==> config.mk <==
export PLATFORM = sky130hd
export DESIGN_NAME = muxs
export DESIGN_NICKNAME = d
export VERILOG_FILES = /design/src/source/cpu_pkg.sv /design/src/source/muxs.sv
export SDC_FILE = /design/constraint.sdc
export NUM_CORES = 1
export LEC_CHECK = 0
export BUFFER_PORTS_ARGS = -buffer_cell sky130_fd_sc_hd__buf_2
export CAP_MARGIN = 20
export CORE_AREA = 4 4 103 105
export DETAILED_ROUTE_END_ITERATION = 8
export DIE_AREA = 0 0 107 109
export PLACE_DENSITY = 0.63
export SYNTH_ARGS = -nofsm -noshare
export SYNTH_HDL_FRONTEND = slang
export SYNTH_SLANG_ARGS = --single-unit
==> constraint.sdc <==
create_clock -name vclk -period 2
set_input_delay 0.3 -clock vclk [all_inputs]
set_output_delay 0.3 -clock vclk [all_outputs]
set_load 0.005 [all_outputs]
==> src/source/cpu_pkg.sv <==
`default_nettype none

package cpu_pkg;

	// ##########################################################
	// Widths
	// ##########################################################
	localparam int data_width     = 32;
	localparam int reg_addr_width = 5;
	localparam int mem_addr_width = 8;
	localparam int reg_count      = 1 << reg_addr_width;
	localparam int mem_depth      = 1 << mem_addr_width;

	// ##########################################################
	// Opcodes and function codes
	// ##########################################################
	localparam logic [5:0] op_alu_r = 6'b100000; // Register ALU group, chosen by funct
	localparam logic [5:0] op_addi  = 6'b101000;
	localparam logic [5:0] op_ori   = 6'b101100;
	localparam logic [5:0] op_slli  = 6'b101010;
	localparam logic [5:0] op_movi  = 6'b100010;
	localparam logic [5:0] op_lwi   = 6'b000010; // Address is ra + (imm15 << 2)
	localparam logic [5:0] op_swi   = 6'b001010;
	localparam logic [5:0] op_lw    = 6'b011100; // Address is ra + (index register << sv)
	localparam logic [5:0] op_sw    = 6'b011101; // Index register is rt, which is also the data

	localparam logic [4:0] fn_add = 5'b00000;
	localparam logic [4:0] fn_sub = 5'b00001;
	localparam logic [4:0] fn_and = 5'b00010;
	localparam logic [4:0] fn_xor = 5'b00011;
	localparam logic [4:0] fn_or  = 5'b00100;
	localparam logic [4:0] fn_sll = 5'b01100;

	// ##########################################################
	// Selector codes
	// ##########################################################
	localparam logic [2:0] alusrc2_rbdata = 3'd0;
	localparam logic [2:0] alusrc2_imm    = 3'd1;
	localparam logic [2:0] alusrc2_lswi   = 3'd2; // Sign-extended imm15 scaled to words
	localparam logic [2:0] alusrc2_lsw    = 3'd3;

	localparam logic [1:0] imm_5bit_ze  = 2'd0;
	localparam logic [1:0] imm_15bit_se = 2'd1;
	localparam logic [1:0] imm_15bit_ze = 2'd2;
	localparam logic [1:0] imm_20bit_se = 2'd3;

	localparam logic [1:0] wrreg_aluresult = 2'd0;
	localparam logic [1:0] wrreg_immdata   = 2'd1;
	localparam logic [1:0] wrreg_mem       = 2'd2;

	typedef enum logic [2:0] {
		alu_add = 3'd0,
		alu_sub = 3'd1,
		alu_and = 3'd2,
		alu_or  = 3'd3,
		alu_xor = 3'd4,
		alu_sll = 3'd5
	} alu_op_t;

	// Register view of the instruction word
	typedef struct packed {
		logic [5:0] opcode;
		logic [4:0] rt;
		logic [4:0] ra;
		logic [4:0] rb;
		logic       rsvd_10;
		logic [1:0] sub_op_sv;
		logic [2:0] rsvd_7_5;
		logic [4:0] funct;
	} instr_reg_t;

	// Immediate view, the 20-bit field overlaps the low bits of ra
	typedef struct packed {
		logic [5:0]  opcode;
		logic [4:0]  rt;
		logic        rsvd_20;
		logic [19:0] imm_20bit;
	} instr_imm_t;

	typedef union packed {
		instr_reg_t r;
		instr_imm_t i;
	} instr_t;

endpackage

`default_nettype wire
==> src/source/muxs.sv <==
`timescale 1ns/1ps
`default_nettype none

module muxs
	import cpu_pkg::*;
(
	input  logic [1:0]            sub_op_sv,
	input  logic [data_width-1:0] reg_rb_data,
	input  logic [data_width-1:0] alu_result,
	input  logic [data_width-1:0] xreg3_imm_extend,
	input  logic [data_width-1:0] mem_read_data,
	input  logic [4:0]            imm_5bit,
	input  logic [14:0]           imm_15bit,
	input  logic [19:0]           imm_20bit,
	input  logic [2:0]            select_alu_src2,
	input  logic [1:0]            select_imm_extend,
	input  logic [1:0]            select_write_reg,
	output logic [data_width-1:0] imm_extend,
	output logic [data_width-1:0] alu_src2,
	output logic [data_width-1:0] write_reg_data
);

	// ##########################################################
	// Immediate extension
	// ##########################################################
	always_comb begin
		case (select_imm_extend)
			imm_5bit_ze: imm_extend = {27'd0, imm_5bit};
			imm_15bit_se: imm_extend = {{17{imm_15bit[14]}}, imm_15bit};
			imm_15bit_ze: imm_extend = {17'd0, imm_15bit};
			imm_20bit_se: imm_extend = {{12{imm_20bit[19]}}, imm_20bit};
			default: imm_extend = '0;
		endcase
	end

	// ##########################################################
	// Second ALU operand
	// ##########################################################
	always_comb begin
		case (select_alu_src2)
			alusrc2_rbdata: alu_src2 = reg_rb_data;
			alusrc2_imm: alu_src2 = imm_extend;
			alusrc2_lswi: alu_src2 = {{15{imm_15bit[14]}}, imm_15bit, 2'b00}; // Word offset
			alusrc2_lsw: alu_src2 = reg_rb_data << sub_op_sv;
			default: alu_src2 = '0;
		endcase
	end

	// ##########################################################
	// Write-back data
	// ##########################################################
	always_comb begin
		case (select_write_reg)
			wrreg_aluresult: write_reg_data = alu_result;
			wrreg_immdata: write_reg_data = xreg3_imm_extend;
			wrreg_mem: write_reg_data = mem_read_data;
			default: write_reg_data = '0;
		endcase
	end

endmodule

`default_nettype wire

# Yosys cells after proc, flatten, opt, wreduce, memory -nomap -nowiden
# Index checks and enable logic that the tools add are counted.
# word_totals
ff_bits	0
latchBits	0
ram_bits	0
rom_bits	0
out_inout_bits	96
n_memories	0
# classes
add_sub_neg	0
n_mul	0
div	0
order_cmp	0
n_eq_ne	8
n_shift	1
n_mux	3
bitwise	0
n_reduce_logical	3
# ops
operator	n
$pmux 32 s4	2
$pmux 32 s3	1
$shl 32x2->32	1
$eq 2x2->1 const B	3
$eq 3x2->1 const B	2
$eq 2x1->1 const B	2
$logic_not 2->1	2
$eq 3x1->1 const B	1
$logic_not 3->1	1

# Logic depth before layout (Yosys ltp)
# logic_depth
word_depth	3
mapped_depth	7

# Worst setup path after synthesis
# Ideal clock, no wire load.
# synth_path
kind	input to output
startpoint	input imm_15bit[14]
endpoint	output alu_src2[19]
arrival_ns	1.561
t_required_ns	1.700
path_slack_ns	0.139
cell_stages	5
cell_sequence	or2b_2 > a21boi_2 > a32oi_1 > buf_2 > nand3_1
# synth_between
elab_chain_len	2
# synth_lines
item	line	text
start, declared	muxs.sv:13	input logic [14:0] imm_15bit,
$pmux 32 s4	muxs.sv:27	case (select_imm_extend)
via imm_extend[19]	muxs.sv:18	output logic [data_width-1:0] imm_extend,
$pmux 32 s4	muxs.sv:40	case (select_alu_src2)
end, declared	muxs.sv:19	output logic [data_width-1:0] alu_src2,
# The timed path passes the listed nets, and every way through them passes these cells.

# Worst setup path after layout
# layout_path
startpoint	input select_imm_extend[1]
endpoint	output alu_src2[2]
# layout_between
elab_chain_len	3
word_cells_on_any_way	6
classes_between	3 x eq/ne; 2 x mux; 1 x reduce/logical
# layout_lines
item	line	text
start, declared	muxs.sv:16	input logic [1:0] select_imm_extend,
$eq 2x2->1, or another cell as far along	muxs.sv:27	
$pmux 32 s4 *	muxs.sv:27	
$pmux 32 s4 *	muxs.sv:40	
# Every way passes the cells marked *; elsewhere a longest branch is shown, timed or not.

==> flow_metrics.py <==
metrics = {
    "logic_synthesis": {
        "synth_mux_area_share_pct": 44.4,
        "syn_nets": 545,
        "yosysWarnings": 0,
        "synth.largest_area_cell": "mux2i_1",
        "ys_types": 43,
        "syn_inst": 368,
        "synthAdderAreaFrac_pct": 0,
        "syn-cell-area_sq_mm": 0.00270,
        "yosys.area_share.simple_pct": 20.3,
        "yosysSeqAreaShare_pct": 0,
        "synth-compound-area-share_pct": 22.6,
        "synthXorXnorAreaFrac_pct": 0.602,
        "yosys-top-cells-area": "mux2i_1 (28%), mux4_2 (13%), nand2_1 (11%)",
        "synth_top_area_share_pct": 28.1,
        "synth_top_family_by_area": "multiplexers",
        "synth_area_per_cell_sq_um": 7.34,
    },
    "run_status": {
        "status": "finished clean",
    },
    "critical_path": {
        "arrival_ns": 1.66,
        "path_max_fanout": 7,
        "end_kind": "output pin",
        "critPathKind": "input pin to output pin",
        "worstSetupStartpoint": "select_imm_extend[1]",
        "required_ns": 1.70,
        "cp-start-kind": "input pin",
    },
    "finish": {
        "drive_above_1_share_pct": 55.0,
        "seq_area_sq_um": 0,
        "final_common_cell": "buf_2",
        "nClkBuffers": 0,
        "nFillCells": 1021,
        "finalNetCount": 808,
        "final_cell_mix": "buf_2 (271), nand2_1 (77), mux2i_1 (76), o21ai_0 (39), buf_4 (33)",
        "area_growth_syn_to_layout_pct": 58.4,
        "final_util_pct": 44.4,
        "n_sequential_cell": 0,
        "finalNonFillerCells": 764,
    },
    "grt": {
        "grt_max_degree": 33,
        "grt_usage_pct": 20.3,
        "grt_pass1_wl_mm": 19.5,
        "met2_usage_pct": 39.8,
        "grt_overflow": 0,
        "grt-busiest-layer": "met2",
        "grt_pass1_vias": 3905,
        "use_met1_pct": 23.1,
        "antenna_found_initial": 1,
        "grtUsageMet3_pct": 3.55,
    },
    "power_and_ir_drop": {
        "p_leak_nw": 2.38,
        "power_density_mw_per_mm2": 229,
        "vdd_ir_drop_max_mv": 0.108,
    },
    "placed_design": {
        "gp_congestion": 0.874,
        "dp.cells": 761,
        "hpwl_mm": 11.4,
        "port_buffers": 273,
    },
    "sta": {
        "relSlewSlack_pct": 68.4,
        "setup_viol_count_final": 0,
        "fin_crit_ns": 1.96,
        "slew_viol_final": 0,
        "finalCritPeriodShare_pct": 98.2,
        "hold_viol": 0,
        "holdWs_ns": 0.869,
        "tns_ns": 0,
        "worst_pin_slew_ns": 0.473,
        "fmax_ghz": 0.509,
    },
    "clock_network": {
        "hold_buffers": 0,
    },
    "floorplan": {
        "core_sq_mm": 0.00964,
        "row_count": 36,
        "initial_utilization_pct": 28.0,
        "die_w_microns": 107,
        "die-area_sq_mm": 0.0117,
        "pin_count": 273,
        "die_y_microns": 109,
    },
    "route": {
        "detail_route.wirelength_mm": 13.2,
        "ant_nets": 0,
        "via_count": 3887,
        "firstDrtPassIters": 5,
        "wire_per_inst_microns": 17.2,
        "drc": 0,
        "drt_first_iter_violations": 195,
        "viasPerCell": 5.09,
    },
    "hold_path": {
        "hold_path.class": "input pin to output pin",
        "hold_start": "xreg3_imm_extend[26]",
    },
    "job": {
        "drv_cap": 0,
    },
}
[worst max-delay path: stages]
cell and delay (ns):
clkbuf_4 0.17, buf_4 0.15, mux2i_1 0.19, mux2i_1 0.11, mux4_2 0.47, nor2b_1 0.15, buf_2 0.13
[power breakdown]
part             total, mW  internal, mW  switching [mW]
Clock          0.000000134   0.000000134               0
Sequential               0             0               0
Combinational        0.980         0.512           0.468
[routing by layer]
metal / wire length (microns) / vias up
met3: 1210 / 17
met2: 6950 / 229
met4: 209 / 0
met1: 4790 / 1759
met5: 0 / -
li1: - / 1882
[logic make-up after synthesis]
| family | after synthesis |
|---|---|
| AND/OR/NAND/NOR | 121 |
| multiplexers | 99 |
| AO/OA/AOI/OAI | 92 |
| XOR/XNOR | 1 |
| buffers and inverters | 55 |
[stage by stage]
step / power [mW] / area [sq um] / worst slack [ns]
floorplan: 0.504 / 2700 / 0.139
global placement: 0.963 / 4240 / 0.0558
detailed placement: 0.971 / 4240 / 0.0234
CTS: 0.975 / 4240 / 0.0105
global route: 1.08 / 4280 / -0.00150
finish: 0.980 / 4280 / 0.0352
[layout make-up]
class / count / area, sq um / area share (%)
Timing Repair Buffer: 310 / 1700 / 39.7
Antenna cell: 2 / 5.00 / 0.117
Inverter: 6 / 22.5 / 0.526
Multi-Input combinational cell: 313 / 2390 / 55.8
Tap cell: 133 / 166 / 3.89
[synthesized netlist by cell type, types with 4 or more instances]
master / n
a221oi_1: 4
o21ai_0: 39
a21boi_2: 4
clkbuf_1: 11
nand2b_1: 6
buf_4: 18
mux2i_1: 76
nor2_1: 7
nand2_1: 77
mux4_2: 16
nor2b_1: 5
nand3_1: 17
inv_1: 5
mux2_2: 6
a211oi_1: 5
o21ai_1: 4
a21oi_1: 7
a22o_1: 9
buf_2: 17
[worst paths after layout]
kind	slack, ns	cells past startpoint	endpoint
worst min-delay path	0.87	4	write_reg_data[26]
worst max-delay path	0.04	7	alu_src2[2]
[repair_timing]
action / CTS / global route
resized for setup: 0 / 7
endpoints found under the setup margin: 0 / 10
setup buffers: 0 / 1
Note: power is estimated with default switching activity, not from simulation.
