### src/source/cpu_pkg.sv
`default_nettype none

package cpu_pkg;

	// ##########################################################
	// Widths
	// ##########################################################
	localparam int data_width     = 32;
	localparam int reg_addr_width = 5;
	localparam int mem_addr_width = 8;
	localparam int reg_count      = 1 << reg_addr_width;
	localparam int mem_depth      = 1 << mem_addr_width;

	// ##########################################################
	// Opcodes and function codes
	// ##########################################################
	localparam logic [5:0] op_alu_r = 6'b100000; // Register ALU group, chosen by funct
	localparam logic [5:0] op_addi  = 6'b101000;
	localparam logic [5:0] op_ori   = 6'b101100;
	localparam logic [5:0] op_slli  = 6'b101010;
	localparam logic [5:0] op_movi  = 6'b100010;
	localparam logic [5:0] op_lwi   = 6'b000010; // Address is ra + (imm15 << 2)
	localparam logic [5:0] op_swi   = 6'b001010;
	localparam logic [5:0] op_lw    = 6'b011100; // Address is ra + (index register << sv)
	localparam logic [5:0] op_sw    = 6'b011101; // Index register is rt, which is also the data

	localparam logic [4:0] fn_add = 5'b00000;
	localparam logic [4:0] fn_sub = 5'b00001;
	localparam logic [4:0] fn_and = 5'b00010;
	localparam logic [4:0] fn_xor = 5'b00011;
	localparam logic [4:0] fn_or  = 5'b00100;
	localparam logic [4:0] fn_sll = 5'b01100;

	// ##########################################################
	// Selector codes
	// ##########################################################
	localparam logic [2:0] alusrc2_rbdata = 3'd0;
	localparam logic [2:0] alusrc2_imm    = 3'd1;
	localparam logic [2:0] alusrc2_lswi   = 3'd2; // Sign-extended imm15 scaled to words
	localparam logic [2:0] alusrc2_lsw    = 3'd3;

	localparam logic [1:0] imm_5bit_ze  = 2'd0;
	localparam logic [1:0] imm_15bit_se = 2'd1;
	localparam logic [1:0] imm_15bit_ze = 2'd2;
	localparam logic [1:0] imm_20bit_se = 2'd3;

	localparam logic [1:0] wrreg_aluresult = 2'd0;
	localparam logic [1:0] wrreg_immdata   = 2'd1;
	localparam logic [1:0] wrreg_mem       = 2'd2;

	typedef enum logic [2:0] {
		alu_add = 3'd0,
		alu_sub = 3'd1,
		alu_and = 3'd2,
		alu_or  = 3'd3,
		alu_xor = 3'd4,
		alu_sll = 3'd5
	} alu_op_t;

	// Register view of the instruction word
	typedef struct packed {
		logic [5:0] opcode;
		logic [4:0] rt;
		logic [4:0] ra;
		logic [4:0] rb;
		logic       rsvd_10;
		logic [1:0] sub_op_sv;
		logic [2:0] rsvd_7_5;
		logic [4:0] funct;
	} instr_reg_t;

	// Immediate view, the 20-bit field overlaps the low bits of ra
	typedef struct packed {
		logic [5:0]  opcode;
		logic [4:0]  rt;
		logic        rsvd_20;
		logic [19:0] imm_20bit;
	} instr_imm_t;

	typedef union packed {
		instr_reg_t r;
		instr_imm_t i;
	} instr_t;

endpackage

`default_nettype wire
### src/source/reg_file.sv
`timescale 1ns/1ps
`default_nettype none

module reg_file
	import cpu_pkg::*;
(
	input  logic                      clk,
	input  logic                      rst,
	input  logic [reg_addr_width-1:0] rd_a_addr,
	input  logic [reg_addr_width-1:0] rd_b_addr,
	input  logic                      we,
	input  logic [reg_addr_width-1:0] wr_addr,
	input  logic [data_width-1:0]     wr_data,
	output logic [data_width-1:0]     rd_a_data,
	output logic [data_width-1:0]     rd_b_data
);

	logic [data_width-1:0] regs [reg_count];
	logic                  wr_live;

	assign wr_live = we && (wr_addr != '0); // Register zero is hardwired

	always_ff @(posedge clk) begin
		if (rst) begin
			for (int i = 0; i < reg_count; i++) begin
				regs[i] <= '0;
			end
		end else if (wr_live) begin
			regs[wr_addr] <= wr_data;
		end
	end

	// Write-first, so the instruction two behind sees the retiring value
	assign rd_a_data = (rd_a_addr == '0) ? '0 :
		(wr_live && wr_addr == rd_a_addr) ? wr_data : regs[rd_a_addr];
	assign rd_b_data = (rd_b_addr == '0) ? '0 :
		(wr_live && wr_addr == rd_b_addr) ? wr_data : regs[rd_b_addr];

endmodule

`default_nettype wire

### config.mk
export PLATFORM = sky130hd
export DESIGN_NAME = reg_file
export DESIGN_NICKNAME = d
export VERILOG_FILES = /design/src/source/cpu_pkg.sv /design/src/source/reg_file.sv
export SDC_FILE = /design/constraint.sdc
export NUM_CORES = 2
export LEC_CHECK = 0
export BUFFER_PORTS_ARGS = -buffer_cell sky130_fd_sc_hd__clkbuf_2
export CAP_MARGIN = 5
export CORE_UTILIZATION = 45
export CTS_CLUSTER_DIAMETER = 150
export DETAILED_ROUTE_END_ITERATION = 12
export PLACE_DENSITY_LB_ADDON = 0.1
export SYNTH_ARGS = -nofsm -noshare
export SYNTH_HDL_FRONTEND = slang
export SYNTH_SLANG_ARGS = --single-unit
### constraint.sdc
create_clock -name clk -period 6.3 [get_ports clk]
set_input_delay 0.945 -clock clk [delete_from_list [all_inputs] [get_ports clk]]
set_output_delay 0.945 -clock clk [all_outputs]
set_load 0.005 [all_outputs]
# == Word level (Yosys, flattened, before mapping) ==
# Memories as Yosys holds them, arrays and structs flattened.
# Cells that the tools add are included.
# word_totals
reg_bits,0
ram_bits,1024
out_inout_bits,64
word_cells,22
memories,1
# op_classes
eq_ne,2
mux,12
reduce_logical,7
# memory_table
memory,depth,width,rd,rd_clocked_by_memory_dff,wr,line,rtl
regs,32,32,2,0,32,reg_file.sv:18,logic [data_width-1:0] regs [reg_count];
# op_table
operator,n
$mux W32,5
$reduce_or A32 Y1,1
$eq A5 B5 Y1,2
$logic_not A5 Y1,2
$mux W1,6
$mux W5,1
$reduce_bool A5 Y1,1
$logic_and A1 B1 Y1,3

# == Depth between registers and ports, before layout ==
# logic_depth
ltp_word,7
ltp_mapped,10
mapped_depth_nobuf,5

# == Worst setup path before layout ==
# No wires, ideal clock.
# synth_timing
kind,input to output
startpoint,input rd_b_addr[0]
endpoint,output rd_b_data[6]
arrival_time_ps,2671
required_time_ps,5355
setup_slack_ps,2684
stages,8
path_buffers,4
cell_sequence,buf_2 buf_6 buf_6 buf_2 mux4_2 a22oi_1 nand2_1 a32o_1
# synth_between
elab_chain_cells,4
# synth_lines
item,line,rtl
from (decl),reg_file.sv:10,"input logic [reg_addr_width-1:0] rd_b_addr,"
branches (longest 3 deep; another with $mem_v2 Z32 W32),--,
$mux W32 (*),reg_file.sv:36,assign rd_b_data = (rd_b_addr == '0) ? '0 :
to (decl),reg_file.sv:15,output logic [data_width-1:0] rd_b_data
# Mark *: on every way between the ends.

# == Worst setup path in the final report ==
# layout_timing
startpoint,input rd_a_addr[0]
endpoint,output rd_a_data[7]
# layout_between
elab_chain_cells,4
# layout_lines
item,line,rtl
from (decl),reg_file.sv:9,"input logic [reg_addr_width-1:0] rd_a_addr,"
branches (longest 3 deep; another with $mem_v2 Z32 W32),--,
$mux W32 (*),reg_file.sv:34,assign rd_a_data = (rd_a_addr == '0) ? '0 :
to (decl),reg_file.sv:14,"output logic [data_width-1:0] rd_a_data,"
# Marked as above.

==> results.md <==
- Status: finished clean
- Max-slew violations: 0
- RSZ-0062 raised after global routing: no
- Via count: 37300
- Yosys warnings: 0
- Min Tclk post-route: 5.02 ns
- Synth cell types: 70
- Post-synthesis register bit count: 1024
- Cell mode on critical path: a211oi_1
- Part of the cycle the worst path needs: 0.797
- CP Buf/Inv Count: 4
- Global-route wire length before repair: 294000 um
- Port Buffers: 113
- Startpoint types: primary input
- Clock Path Buffers: 3
- Asr flop ratio synth: 0
- Worst path required time: 5.35 ns
- Number of flip-flops in the largest register: 1024
- Clk slew on worst S/H paths: 0.07 ns
- Largest Register: regs
- Largest area contributor in the netlist: edfxtp_1
- CP max-delay cell: a211oi_1
- DRC: 0
- Mapped Cells: 3918
- EDFF count, synth: 1024
- Top_reg_cell synth: edfxtp_1
- Root buffer cell: clkbuf_16
- Initial antenna violation count: 24
- Int Power: 12.4 mW
- Vias in the first global route: 36200
- Clock sink count: 1024
- Synth area leaders: edfxtp_1 55%, mux4_2 14%, and2_1 11%, mux2i_1 6.0%, clkbuf_1 2.0%
- Hold path startpoint: rst
- Switching Share: 0.263
- Core ar.: 122000 um2
- Crit path max fanout: 46
- HP Class: in2reg
- Num CTS Buffers: 116
- Seq/Total Area, Yosys: 0.552
- Setup TNS: 0 ns
- P_sw: 4.44 mW
- Die Y-Extent: 354 um
- Setup Buffers After CTS: 0
- Total GRT Usage: 0.339
- Setup Viol. Count Final: 0
- Max frequency: 199 MHz
- Detail Route Antenna Nets: 0
- Peak VDD IR: 233 uV
- Cell Area, Synth: 55700 um2
- Worst Setup End Kind: output port
- Vias per cell: 6.61
- Share of cells above drive strength 1: 0.230
- DR WL/cell: 38.1 um
- Slew headroom: 0.151
- Number of max-cap violations: 0
- PostCTS Resize Cnt: 0
- Layout area overhead: 11.1%
- Hold Buf Count CTS: 0
- CP arrival: 4.08 ns
- Yosys top cell area share: 0.552
- Post-layout util: 0.506
- First-pass detailed-route iteration total: 7
- Largest stage delay, worst path: 0.55 ns
- Crit path from: rd_a_addr[0]
- Largest net degree at the start of global routing: 67
- LEAKAGE: 21.9 nW
- GRT overflow: 0
- Post-Syn Area per Cell: 14.2 um2
- WS Path Type: in2out
- Final hold vios: 0
- Hpwl dp: 127000 um
- Die ar.: 125000 um2
- Power per cell area: 273 nW/um2
- Placed Area: 58300 um2
- Detailed Route Iter0 Violations: 5467
- Io pins: 114
- Critical path, cell by cell: buf_8 -> buf_12 -> buf_4 -> mux4_2 -> mux2i_1 -> a211oi_1 -> a211oi_1 -> nor2_1 -> clkbuf_2
- Clock power frac: 0.394
- Tightest Pin Transition: 1.27 ns
- Combinational share of power: 0.128
- Flop pwr share: 0.478
- Nets: 3976
- Final WL: 215000 um
- Gpl congestion: 0.861
- Post-route cell area: 61900 um2
- Critical path's top delay family: buffers and inverters
- CTS tree: done
- Cell Rows: 128
- Die Span X: 354 um
- Htree depth: 3
- Initial Utilization: 0.455
- Biggest regs: regs: 1024 flops
## worst paths after layout
kind                              endpoint  slack, ns  depth (start not counted)
setup / recovery              rd_a_data[7]       1.28                          9
hold / removal    regs[0][7]$_SDFFCE_PN0P_       0.65                          1
## cells in the mapped netlist (5+ instances only)
master,count
nand4_1,8
buf_1,11
or2_2,34
a21oi_1,81
nor2b_1,7
mux2i_1,334
o22ai_1,37
nand3_1,6
and2_1,962
buf_2,62
and3_1,14
a31oi_1,5
nor3b_1,5
a211oi_1,45
a41oi_1,5
a221oi_1,35
nor2_1,59
o221ai_1,33
buf_6,31
o21bai_1,5
xnor2_1,8
buf_4,21
a22oi_1,66
edfxtp_1,1024
a22o_1,8
a221o_1,12
mux4_2,356
a2111oi_2,6
clkbuf_1,293
a211o_1,7
mux4_1,9
o211ai_1,5
nand3b_1,6
mux2_2,35
nand2_1,130
o21ai_0,27
a32o_1,32
nor3_1,42
nand2b_1,8
## per-stage QoR
stage | power (mW) | setup slack (ns) | cells | hold WS (ns)
after CTS | 16.9 | 1.25 | 5647 | 0.621
after floorplan | 9.40 | 2.68 | 3949 | 1.14
after global routing | 17.2 | 1.18 | 5647 | 0.641
after detailed placement | 10.3 | 1.26 | 5433 | 1.38
final | 16.9 | 1.28 | 5648 | 0.648
after global placement | 10.3 | 0.955 | 5432 | 1.38
## layout by cell type (no fill, tap or decap), types with 7 or more instances in the layout
cell       synthesis  final
a32o_1            32     32
o22ai_1           37     37
nor2_1            59     26
a22oi_1           66     66
mux4_1             9      9
nor2_4             0     32
a221o_1           12     12
nor3_1            42     42
clkinv_2           0     22
clkbuf_16          0    116
and3_1            14     14
o221ai_1          33     33
o21ai_0           27     27
a22o_1             8      8
a21oi_1           81     81
nand4_1            8      8
bufinv_16          0      9
conb_1             1     32
edfxtp_1        1024   1024
a221oi_1          35     35
nand2b_1           8      8
mux2i_1          334    334
nand2_1          130    130
buf_12             1     19
clkbuf_1         293     26
clkinv_1           0     28
and2_1           962    961
mux2_2            35     35
a211oi_1          45     45
or2_2             34     34
xnor2_1            8      8
buf_4             21    149
clkbuf_2           0    104
a211o_1            7      7
mux4_2           356    356
## routing by layer
metal,GRT usage,part of all wire,vias up
met5,0,0.00032,-
met4,0.137,0.043,10
met3,0.0618,0.099,460
met2,0.538,0.47,2344
met1,0.463,0.39,19500
li1,-,-,15000
## power by group through the flow
stage / logic [mW] / clock network [mW] / registers (mW)
2_1_floorplan: 1.28 / 0 / 8.12
3_3_place_gp: 2.12 / 0 / 8.18
3_5_place_dp: 2.13 / 0 / 8.20
4_1_cts: 2.13 / 6.67 / 8.06
5_1_grt: 2.22 / 6.91 / 8.10
6_report: 2.16 / 6.66 / 8.07
## area by class of cell
type,count,area [um2]
inverters,4,15.0
diodes,1,2.50
fillers,10300,60500
flip-flops and latches,1024,30700
multi-input cells,2502,23400
clock inverters,72,613
clock buffers,142,3000
well taps,1625,2030
repair buffers,278,2090
## cell families after synthesis
family,share of synthesized area
flops,0.552
other cells,0.0000673
mux,0.216
simple gates,0.137
buf+inv,0.0358
xor+xnor,0.00157
compound gates,0.0577
Note: power is estimated with default switching activity, not from simulation.
