<file path="src/source/cpu_pkg.sv">
`default_nettype none

package cpu_pkg;

	// ##########################################################
	// Widths
	// ##########################################################
	localparam int data_width     = 32;
	localparam int reg_addr_width = 5;
	localparam int mem_addr_width = 8;
	localparam int reg_count      = 1 << reg_addr_width;
	localparam int mem_depth      = 1 << mem_addr_width;

	// ##########################################################
	// Opcodes and function codes
	// ##########################################################
	localparam logic [5:0] op_alu_r = 6'b100000; // Register ALU group, chosen by funct
	localparam logic [5:0] op_addi  = 6'b101000;
	localparam logic [5:0] op_ori   = 6'b101100;
	localparam logic [5:0] op_slli  = 6'b101010;
	localparam logic [5:0] op_movi  = 6'b100010;
	localparam logic [5:0] op_lwi   = 6'b000010; // Address is ra + (imm15 << 2)
	localparam logic [5:0] op_swi   = 6'b001010;
	localparam logic [5:0] op_lw    = 6'b011100; // Address is ra + (index register << sv)
	localparam logic [5:0] op_sw    = 6'b011101; // Index register is rt, which is also the data

	localparam logic [4:0] fn_add = 5'b00000;
	localparam logic [4:0] fn_sub = 5'b00001;
	localparam logic [4:0] fn_and = 5'b00010;
	localparam logic [4:0] fn_xor = 5'b00011;
	localparam logic [4:0] fn_or  = 5'b00100;
	localparam logic [4:0] fn_sll = 5'b01100;

	// ##########################################################
	// Selector codes
	// ##########################################################
	localparam logic [2:0] alusrc2_rbdata = 3'd0;
	localparam logic [2:0] alusrc2_imm    = 3'd1;
	localparam logic [2:0] alusrc2_lswi   = 3'd2; // Sign-extended imm15 scaled to words
	localparam logic [2:0] alusrc2_lsw    = 3'd3;

	localparam logic [1:0] imm_5bit_ze  = 2'd0;
	localparam logic [1:0] imm_15bit_se = 2'd1;
	localparam logic [1:0] imm_15bit_ze = 2'd2;
	localparam logic [1:0] imm_20bit_se = 2'd3;

	localparam logic [1:0] wrreg_aluresult = 2'd0;
	localparam logic [1:0] wrreg_immdata   = 2'd1;
	localparam logic [1:0] wrreg_mem       = 2'd2;

	typedef enum logic [2:0] {
		alu_add = 3'd0,
		alu_sub = 3'd1,
		alu_and = 3'd2,
		alu_or  = 3'd3,
		alu_xor = 3'd4,
		alu_sll = 3'd5
	} alu_op_t;

	// Register view of the instruction word
	typedef struct packed {
		logic [5:0] opcode;
		logic [4:0] rt;
		logic [4:0] ra;
		logic [4:0] rb;
		logic       rsvd_10;
		logic [1:0] sub_op_sv;
		logic [2:0] rsvd_7_5;
		logic [4:0] funct;
	} instr_reg_t;

	// Immediate view, the 20-bit field overlaps the low bits of ra
	typedef struct packed {
		logic [5:0]  opcode;
		logic [4:0]  rt;
		logic        rsvd_20;
		logic [19:0] imm_20bit;
	} instr_imm_t;

	typedef union packed {
		instr_reg_t r;
		instr_imm_t i;
	} instr_t;

endpackage

`default_nettype wire
</file>
<file path="src/source/decoder.sv">
`timescale 1ns/1ps
`default_nettype none

module decoder
	import cpu_pkg::*;
(
	input  logic                      clk,
	input  logic                      rst,
	input  logic [data_width-1:0]     instr,
	input  logic                      instr_valid,
	input  logic [data_width-1:0]     rd_a_data,
	input  logic [data_width-1:0]     rd_b_data,
	output logic [reg_addr_width-1:0] rd_a_addr,
	output logic [reg_addr_width-1:0] rd_b_addr,
	output logic                      ex_valid,
	output alu_op_t                   ex_alu_op,
	output logic [2:0]                ex_sel_alu_src2,
	output logic [1:0]                ex_sel_imm_extend,
	output logic [1:0]                ex_sel_write_reg,
	output logic [1:0]                ex_sub_op_sv,
	output logic [19:0]               ex_imm_20bit,
	output logic [reg_addr_width-1:0] ex_rt,
	output logic                      ex_mem_we,
	output logic [reg_addr_width-1:0] ex_ra,
	output logic [reg_addr_width-1:0] ex_rb,
	output logic [data_width-1:0]     ex_a_data,
	output logic [data_width-1:0]     ex_b_data
);

	instr_t                    ins;
	alu_op_t                   dec_alu_op;
	logic [2:0]                dec_sel_src2;
	logic [1:0]                dec_sel_imm;
	logic [1:0]                dec_sel_wr;
	logic [reg_addr_width-1:0] dec_rt;
	logic [reg_addr_width-1:0] dec_b_idx;
	logic                      dec_mem_we;

	assign ins = instr;

	always_comb begin
		dec_alu_op   = alu_add;
		dec_sel_src2 = alusrc2_rbdata;
		dec_sel_imm  = imm_15bit_se;
		dec_sel_wr   = wrreg_aluresult;
		dec_rt       = ins.r.rt;
		dec_b_idx    = ins.r.rb;
		dec_mem_we   = 1'b0;
		case (ins.r.opcode)
			op_alu_r: begin
				case (ins.r.funct)
					fn_add: dec_alu_op = alu_add;
					fn_sub: dec_alu_op = alu_sub;
					fn_and: dec_alu_op = alu_and;
					fn_or: dec_alu_op = alu_or;
					fn_xor: dec_alu_op = alu_xor;
					fn_sll: dec_alu_op = alu_sll;
					default: dec_rt = '0; // Unknown funct retires without a write
				endcase
			end
			op_addi: dec_sel_src2 = alusrc2_imm;
			op_ori: begin
				dec_sel_src2 = alusrc2_imm;
				dec_sel_imm  = imm_15bit_ze;
				dec_alu_op   = alu_or;
			end
			op_slli: begin
				dec_sel_src2 = alusrc2_imm;
				dec_sel_imm  = imm_5bit_ze;
				dec_alu_op   = alu_sll;
			end
			op_movi: begin
				dec_sel_imm = imm_20bit_se;
				dec_sel_wr  = wrreg_immdata;
			end
			op_lwi: begin
				dec_sel_src2 = alusrc2_lswi;
				dec_sel_wr   = wrreg_mem;
			end
			op_lw: begin
				dec_sel_src2 = alusrc2_lsw;
				dec_sel_wr   = wrreg_mem;
			end
			op_swi, op_sw: begin
				dec_sel_src2 = (ins.r.opcode == op_sw) ? alusrc2_lsw : alusrc2_lswi;
				dec_b_idx    = ins.r.rt; // Port b carries the store data
				dec_rt       = '0;
				dec_mem_we   = 1'b1;
			end
			default: dec_rt = '0;
		endcase
	end

	assign rd_a_addr = ins.r.ra;
	assign rd_b_addr = dec_b_idx;

	always_ff @(posedge clk) begin
		if (rst) begin
			ex_valid  <= 1'b0;
			ex_mem_we <= 1'b0;
			ex_rt     <= '0;
		end else begin
			ex_valid  <= instr_valid;
			ex_mem_we <= instr_valid & dec_mem_we;
			ex_rt     <= instr_valid ? dec_rt : '0;
		end
	end

	always_ff @(posedge clk) begin
		ex_alu_op         <= dec_alu_op;
		ex_sel_alu_src2   <= dec_sel_src2;
		ex_sel_imm_extend <= dec_sel_imm;
		ex_sel_write_reg  <= dec_sel_wr;
		ex_sub_op_sv      <= ins.r.sub_op_sv;
		ex_imm_20bit      <= ins.i.imm_20bit;
		ex_ra             <= ins.r.ra;
		ex_rb             <= dec_b_idx;
		ex_a_data         <= rd_a_data;
		ex_b_data         <= rd_b_data;
	end

endmodule

`default_nettype wire

</file>
<file path="config.mk">
export PLATFORM = sky130hd
export DESIGN_NAME = decoder
export DESIGN_NICKNAME = d
export VERILOG_FILES = /design/src/source/cpu_pkg.sv /design/src/source/decoder.sv
export SDC_FILE = /design/constraint.sdc
export NUM_CORES = 1
export LEC_CHECK = 0
export ABC_AREA = 0
export ABC_CLOCK_PERIOD_IN_PS = 2800
export BUFFER_PORTS_ARGS = -buffer_cell sky130_fd_sc_hd__buf_2
export CELL_PAD_IN_SITES_DETAIL_PLACEMENT = 0
export CELL_PAD_IN_SITES_GLOBAL_PLACEMENT = 2
export CORE_AREA = 10 10 117 119
export CTS_BUF_LIST = sky130_fd_sc_hd__clkbuf_4
export CTS_CLUSTER_DIAMETER = 30
export DETAILED_ROUTE_END_ITERATION = 6
export DIE_AREA = 0 0 127 129
export GPL_TIMING_DRIVEN = 1
export PLACE_DENSITY_LB_ADDON = 0.1
export SYNTH_ARGS = -nofsm -noshare
export SYNTH_HDL_FRONTEND = slang
export SYNTH_SLANG_ARGS = --single-unit
</file>
<file path="constraint.sdc">
create_clock -name clk -period 2.8 [get_ports clk]
set_clock_uncertainty 0.1 [all_clocks]
set_input_delay 0.42 -clock clk [delete_from_list [all_inputs] [get_ports clk]]
set_output_delay 0.42 -clock clk [all_outputs]
set_load 0.05 [all_outputs]
</file>
Yosys cells after proc, flatten, opt, wreduce, memory -nomap -nowiden
Index checks and enable logic that the tools add are counted.

Bits in registers: 113. Logic and storage cells: 46. Output and inout bits: 123.

Equality and inequality tests: 14. Bitwise operators: 2. Reduce and logical (&&, ||, !) cells: 7. Mux-type cells: 10.

Operators with widths (number): 6-bit == test, second input constant (5); 3-bit case mux with 5 select lines (1); 6-bit by 5-bit == test with 1-bit output, second input constant (2); 6-bit OR reduction (2); 5-bit by 2-bit == test with 1-bit output, second input constant (2); 5-bit 2-to-1 mux (2); 5-bit case mux with 2 select lines (1); 3-bit case mux with 3 select lines (1); 2-bit case mux with 4 select lines (1); 6-bit by 2-bit == test with 1-bit output, second input constant (1); 6-bit by 4-bit == test with 1-bit output, second input constant (1); 2-bit case mux with 3 select lines (1); 2-bit OR reduction (3); 5-bit by 1-bit == test with 1-bit output, second input constant (1); 5-bit by 3-bit == test with 1-bit output, second input constant (1); 5-bit by 4-bit == test with 1-bit output, second input constant (1); 5-bit logical NOT (1); 2-bit case mux with 2 select lines (1); 3-bit OR reduction (1); 1-bit 2-to-1 mux (2); 1-bit AND (1); 1-bit NOT (1).

Longest topological paths before layout
Depth in word-level cells: 4. Gate-level depth with buffers: 5. Gate-level depth less buffers: 4.

Least setup slack after synthesis
OpenSTA, ideal clock, no wires.

Kind: in2out. Start point: input port instr[28]. End point: output port rd_b_addr[0]. Path buffers: 1. Stages on the path: 5. Arrival time: 1.667 ns. Setup slack: 0.613 ns. Path through: clkbuf_8 > nor4b_4 > a21oi_2 > nor3b_2 > mux2_2.

Word-level cells in the longest chain between the ends: 3. Elaborated cells between the ends (all ways): 4. Classes of those cells: eq/ne (2); mux (1); reduce/logical (1).

RTL lines: start, declared (line decoder.sv:9) `input logic [data_width-1:0] instr,`; 6-bit by 5-bit == test with 1-bit output or 6-bit by 4-bit == test with 1-bit output (tied branches) (line decoder.sv:49) `case (ins.r.opcode)`; 2-bit OR reduction * (line decoder.sv:49); 5-bit 2-to-1 mux * (line decoder.sv:49); end, declared (line decoder.sv:14) `output logic [reg_addr_width-1:0] rd_b_addr,`.

Every way passes the cells marked *; elsewhere a longest branch is shown, timed or not.

Final worst setup path
Start point: input port instr[28]. End point: output port rd_b_addr[1].

Same word-level chain as after synthesis.

==> impl_metrics.json <==
{
  "drc": 0,
  "synth-seq-area-share_pct": 79.81,
  "yosys.area.top_type_share_pct": 79.81,
  "startpoint_type": "input pin",
  "drtIter0Drc": 90,
  "clkTransAtPathRegs_ns": 0.14,
  "die_area_mm2": 0.01638,
  "synth.most_common_cell": "dfxtp_1",
  "finalHoldViolations": 0,
  "fin_util_pct": 42.37,
  "final_layout_size_suffix_gt1_share_pct": 51.65,
  "switching_share_pct": 31.81,
  "grt_antenna_before_repair": 0,
  "clockPowerShare_pct": 23.3,
  "syn_area_mm2": 0.002659,
  "cts_resized": 0,
  "fp-row-count": 39,
  "syn_to_final_growth_pct": 80.42,
  "vias": 2370,
  "gp_congestion": 0.7352,
  "ant_nets": 0,
  "slew_viol_final": 0,
  "internal_power_mw": 1.975,
  "start_util_pct": 23.49,
  "critPathKind": "in2out",
  "seq_power_share_pct": 55.2,
  "yosys_warnings": 0,
  "grt_pass1_wl_um": 15200,
  "hp-class": "in2reg",
  "syn_area_per_cell_um2": 14.94,
  "tns_ns": 0,
  "power_frac_comb_pct": 21.5,
  "first_global_vias": 2554,
  "cp_max_fo": 12,
  "antenna_cells": 0,
  "wl_per_cell_um": 16.43,
  "cts_tree": "built",
  "max_freq_ghz": 0.4166,
  "run_status": "finished, final reports clean",
  "dp_hpwl_um": 7908,
  "grt_max_degree": 18,
  "clockBufferDepth": 2,
  "fillers": 1074,
  "clock-root-buffer": "clkbuf_4",
  "die_h_um": 129,
  "synth_cells": 178,
  "p_switching_mw": 0.9213,
  "async_flop_share_pct": 0,
  "grt_setup_unrepaired": "false",
  "cap_violations": 0,
  "synthFlopType": "dfxtp_1",
  "ctsHoldBuffers": 85,
  "required_ns": 2.28,
  "core_mm2": 0.01132,
  "p_leak_nw": 2.337,
  "track_usage_pct": 12.28,
  "cp.arrival_ns": 1.88,
  "cts_setup_buffers": 0,
  "yosys.area.top_type": "dfxtp_1",
  "period_share_pct": 85.72,
  "synth_commonest_cells": "dfxtp_1 (106), buf_4 (12), and2_1 (5), mux2_2 (5), nor2_1 (5)",
  "htree_levels": 3,
  "reg_top3": "ex_a_data x32, ex_b_data x32, ex_imm_20bit x16",
  "avgViaCountPerCell": 3.780,
  "clock_sinks": 106,
  "synth-edff-count": 0,
  "synth_fp_nets": 277,
  "portBuffers": 220,
  "ys_ff_latch": 106,
  "ir_worst_vdd_v": 0.0003001,
  "grt_overflow_total": 0,
  "power.density_mw_per_mm2": 603.8,
  "setup-violations-final": 0,
  "cts_made_buffers": 9,
  "ys_top_cells_by_area": "dfxtp_1 (80%), buf_4 (3.4%), mux2_2 (2.1%)",
  "drt-pass1-iter-count": 4,
  "synth_cell_types": 40,
  "finalCriticalPeriod_ns": 2.400,
  "timing.hold.ws_ns": 0.05235,
  "cp-end-kind": "output port",
  "drt-total-wl_um": 10300,
  "final_nets": 578,
  "die_w_um": 127,
  "ios": 222
}
[critical path, cell delays in order]
cell and delay [ns]:
buf_2 0.24, and3b_2 0.26, a21oi_2 0.06, nor3b_2 0.15
buf_4 0.18, mux2_2 0.35, buf_2 0.21
[power by group through the flow]
stage                     logic (mW)  clock network [mW]  registers [mW]
after floorplan               0.0980                   0            1.90
after global placement         0.531                   0            1.63
after detailed placement       0.529                   0            1.63
after CTS                      0.627               0.731            1.60
after global routing           0.654               0.787            1.61
final                          0.623               0.676            1.60
[layout by cell type, fill, tap and decap left out, drive strengths merged, types with 2 or more instances in the layout]
cell         instances
nor3                 3
clkinv               3
dlygate4sd3         85
nand2                3
a21oi                5
mux2i                2
buf                221
mux2                 5
and3b                2
and2                 6
nor2                 5
clkinvlp             2
clkbuf              10
dfxtp              106
nor3b                2
or2                  3
[kinds of logic (layout without fill, tap and decap cells)]
group           after synthesis  after routing  share of synthesized area, %
flops                       106            106                         79.81
simple gates                 33             33                         8.471
buf+inv                      16            322                         4.376
compound gates               13             13                         3.671
mux                           7              7                         2.870
xor+xnor                      2              2                        0.6589
other cells                   1              1                        0.1410
[per-stage QoR]
stage	power [mW]	worst slack, ns	cells	area, µm²
floorplan	1.996	0.6127	178	2659
global placement	2.161	0.4116	526	3830
detailed placement	2.160	0.3934	526	3830
CTS	2.956	0.3909	627	4797
global route	3.047	0.2884	627	4797
finish	2.897	0.3998	627	4797
[layer usage]
layer / GRT usage, % / part of all wire, % / vias up
li1: - / - / 1175
met1: 12.39 / 38 / 1051
met2: 21.60 / 50 / 131
met3: 5.462 / 9.6 / 13
met4: 5.358 / 2.0 / 0
met5: 0 / 0 / -
[layout make-up]
| cell class | instances | area (µm²) | area share [%] |
|---|---|---|---|
| Timing Repair Buffer | 306 | 1959 | 40.85 |
| Tap cell | 143 | 178.9 | 3.730 |
| Clock inverter | 6 | 41.29 | 0.8607 |
| Sequential cell | 106 | 2122 | 44.24 |
| Multi-Input combinational cell | 56 | 420.4 | 8.764 |
| Clock buffer | 10 | 75.07 | 1.565 |
[worst paths after layout]
check	startpoint	end	slack (ns)	cells past startpoint
min	rst	ex_valid$_SDFF_PP0_	0.05	2
max	instr[28]	rd_b_addr[1]	0.40	7
Note: power is estimated with default switching activity, not from simulation.
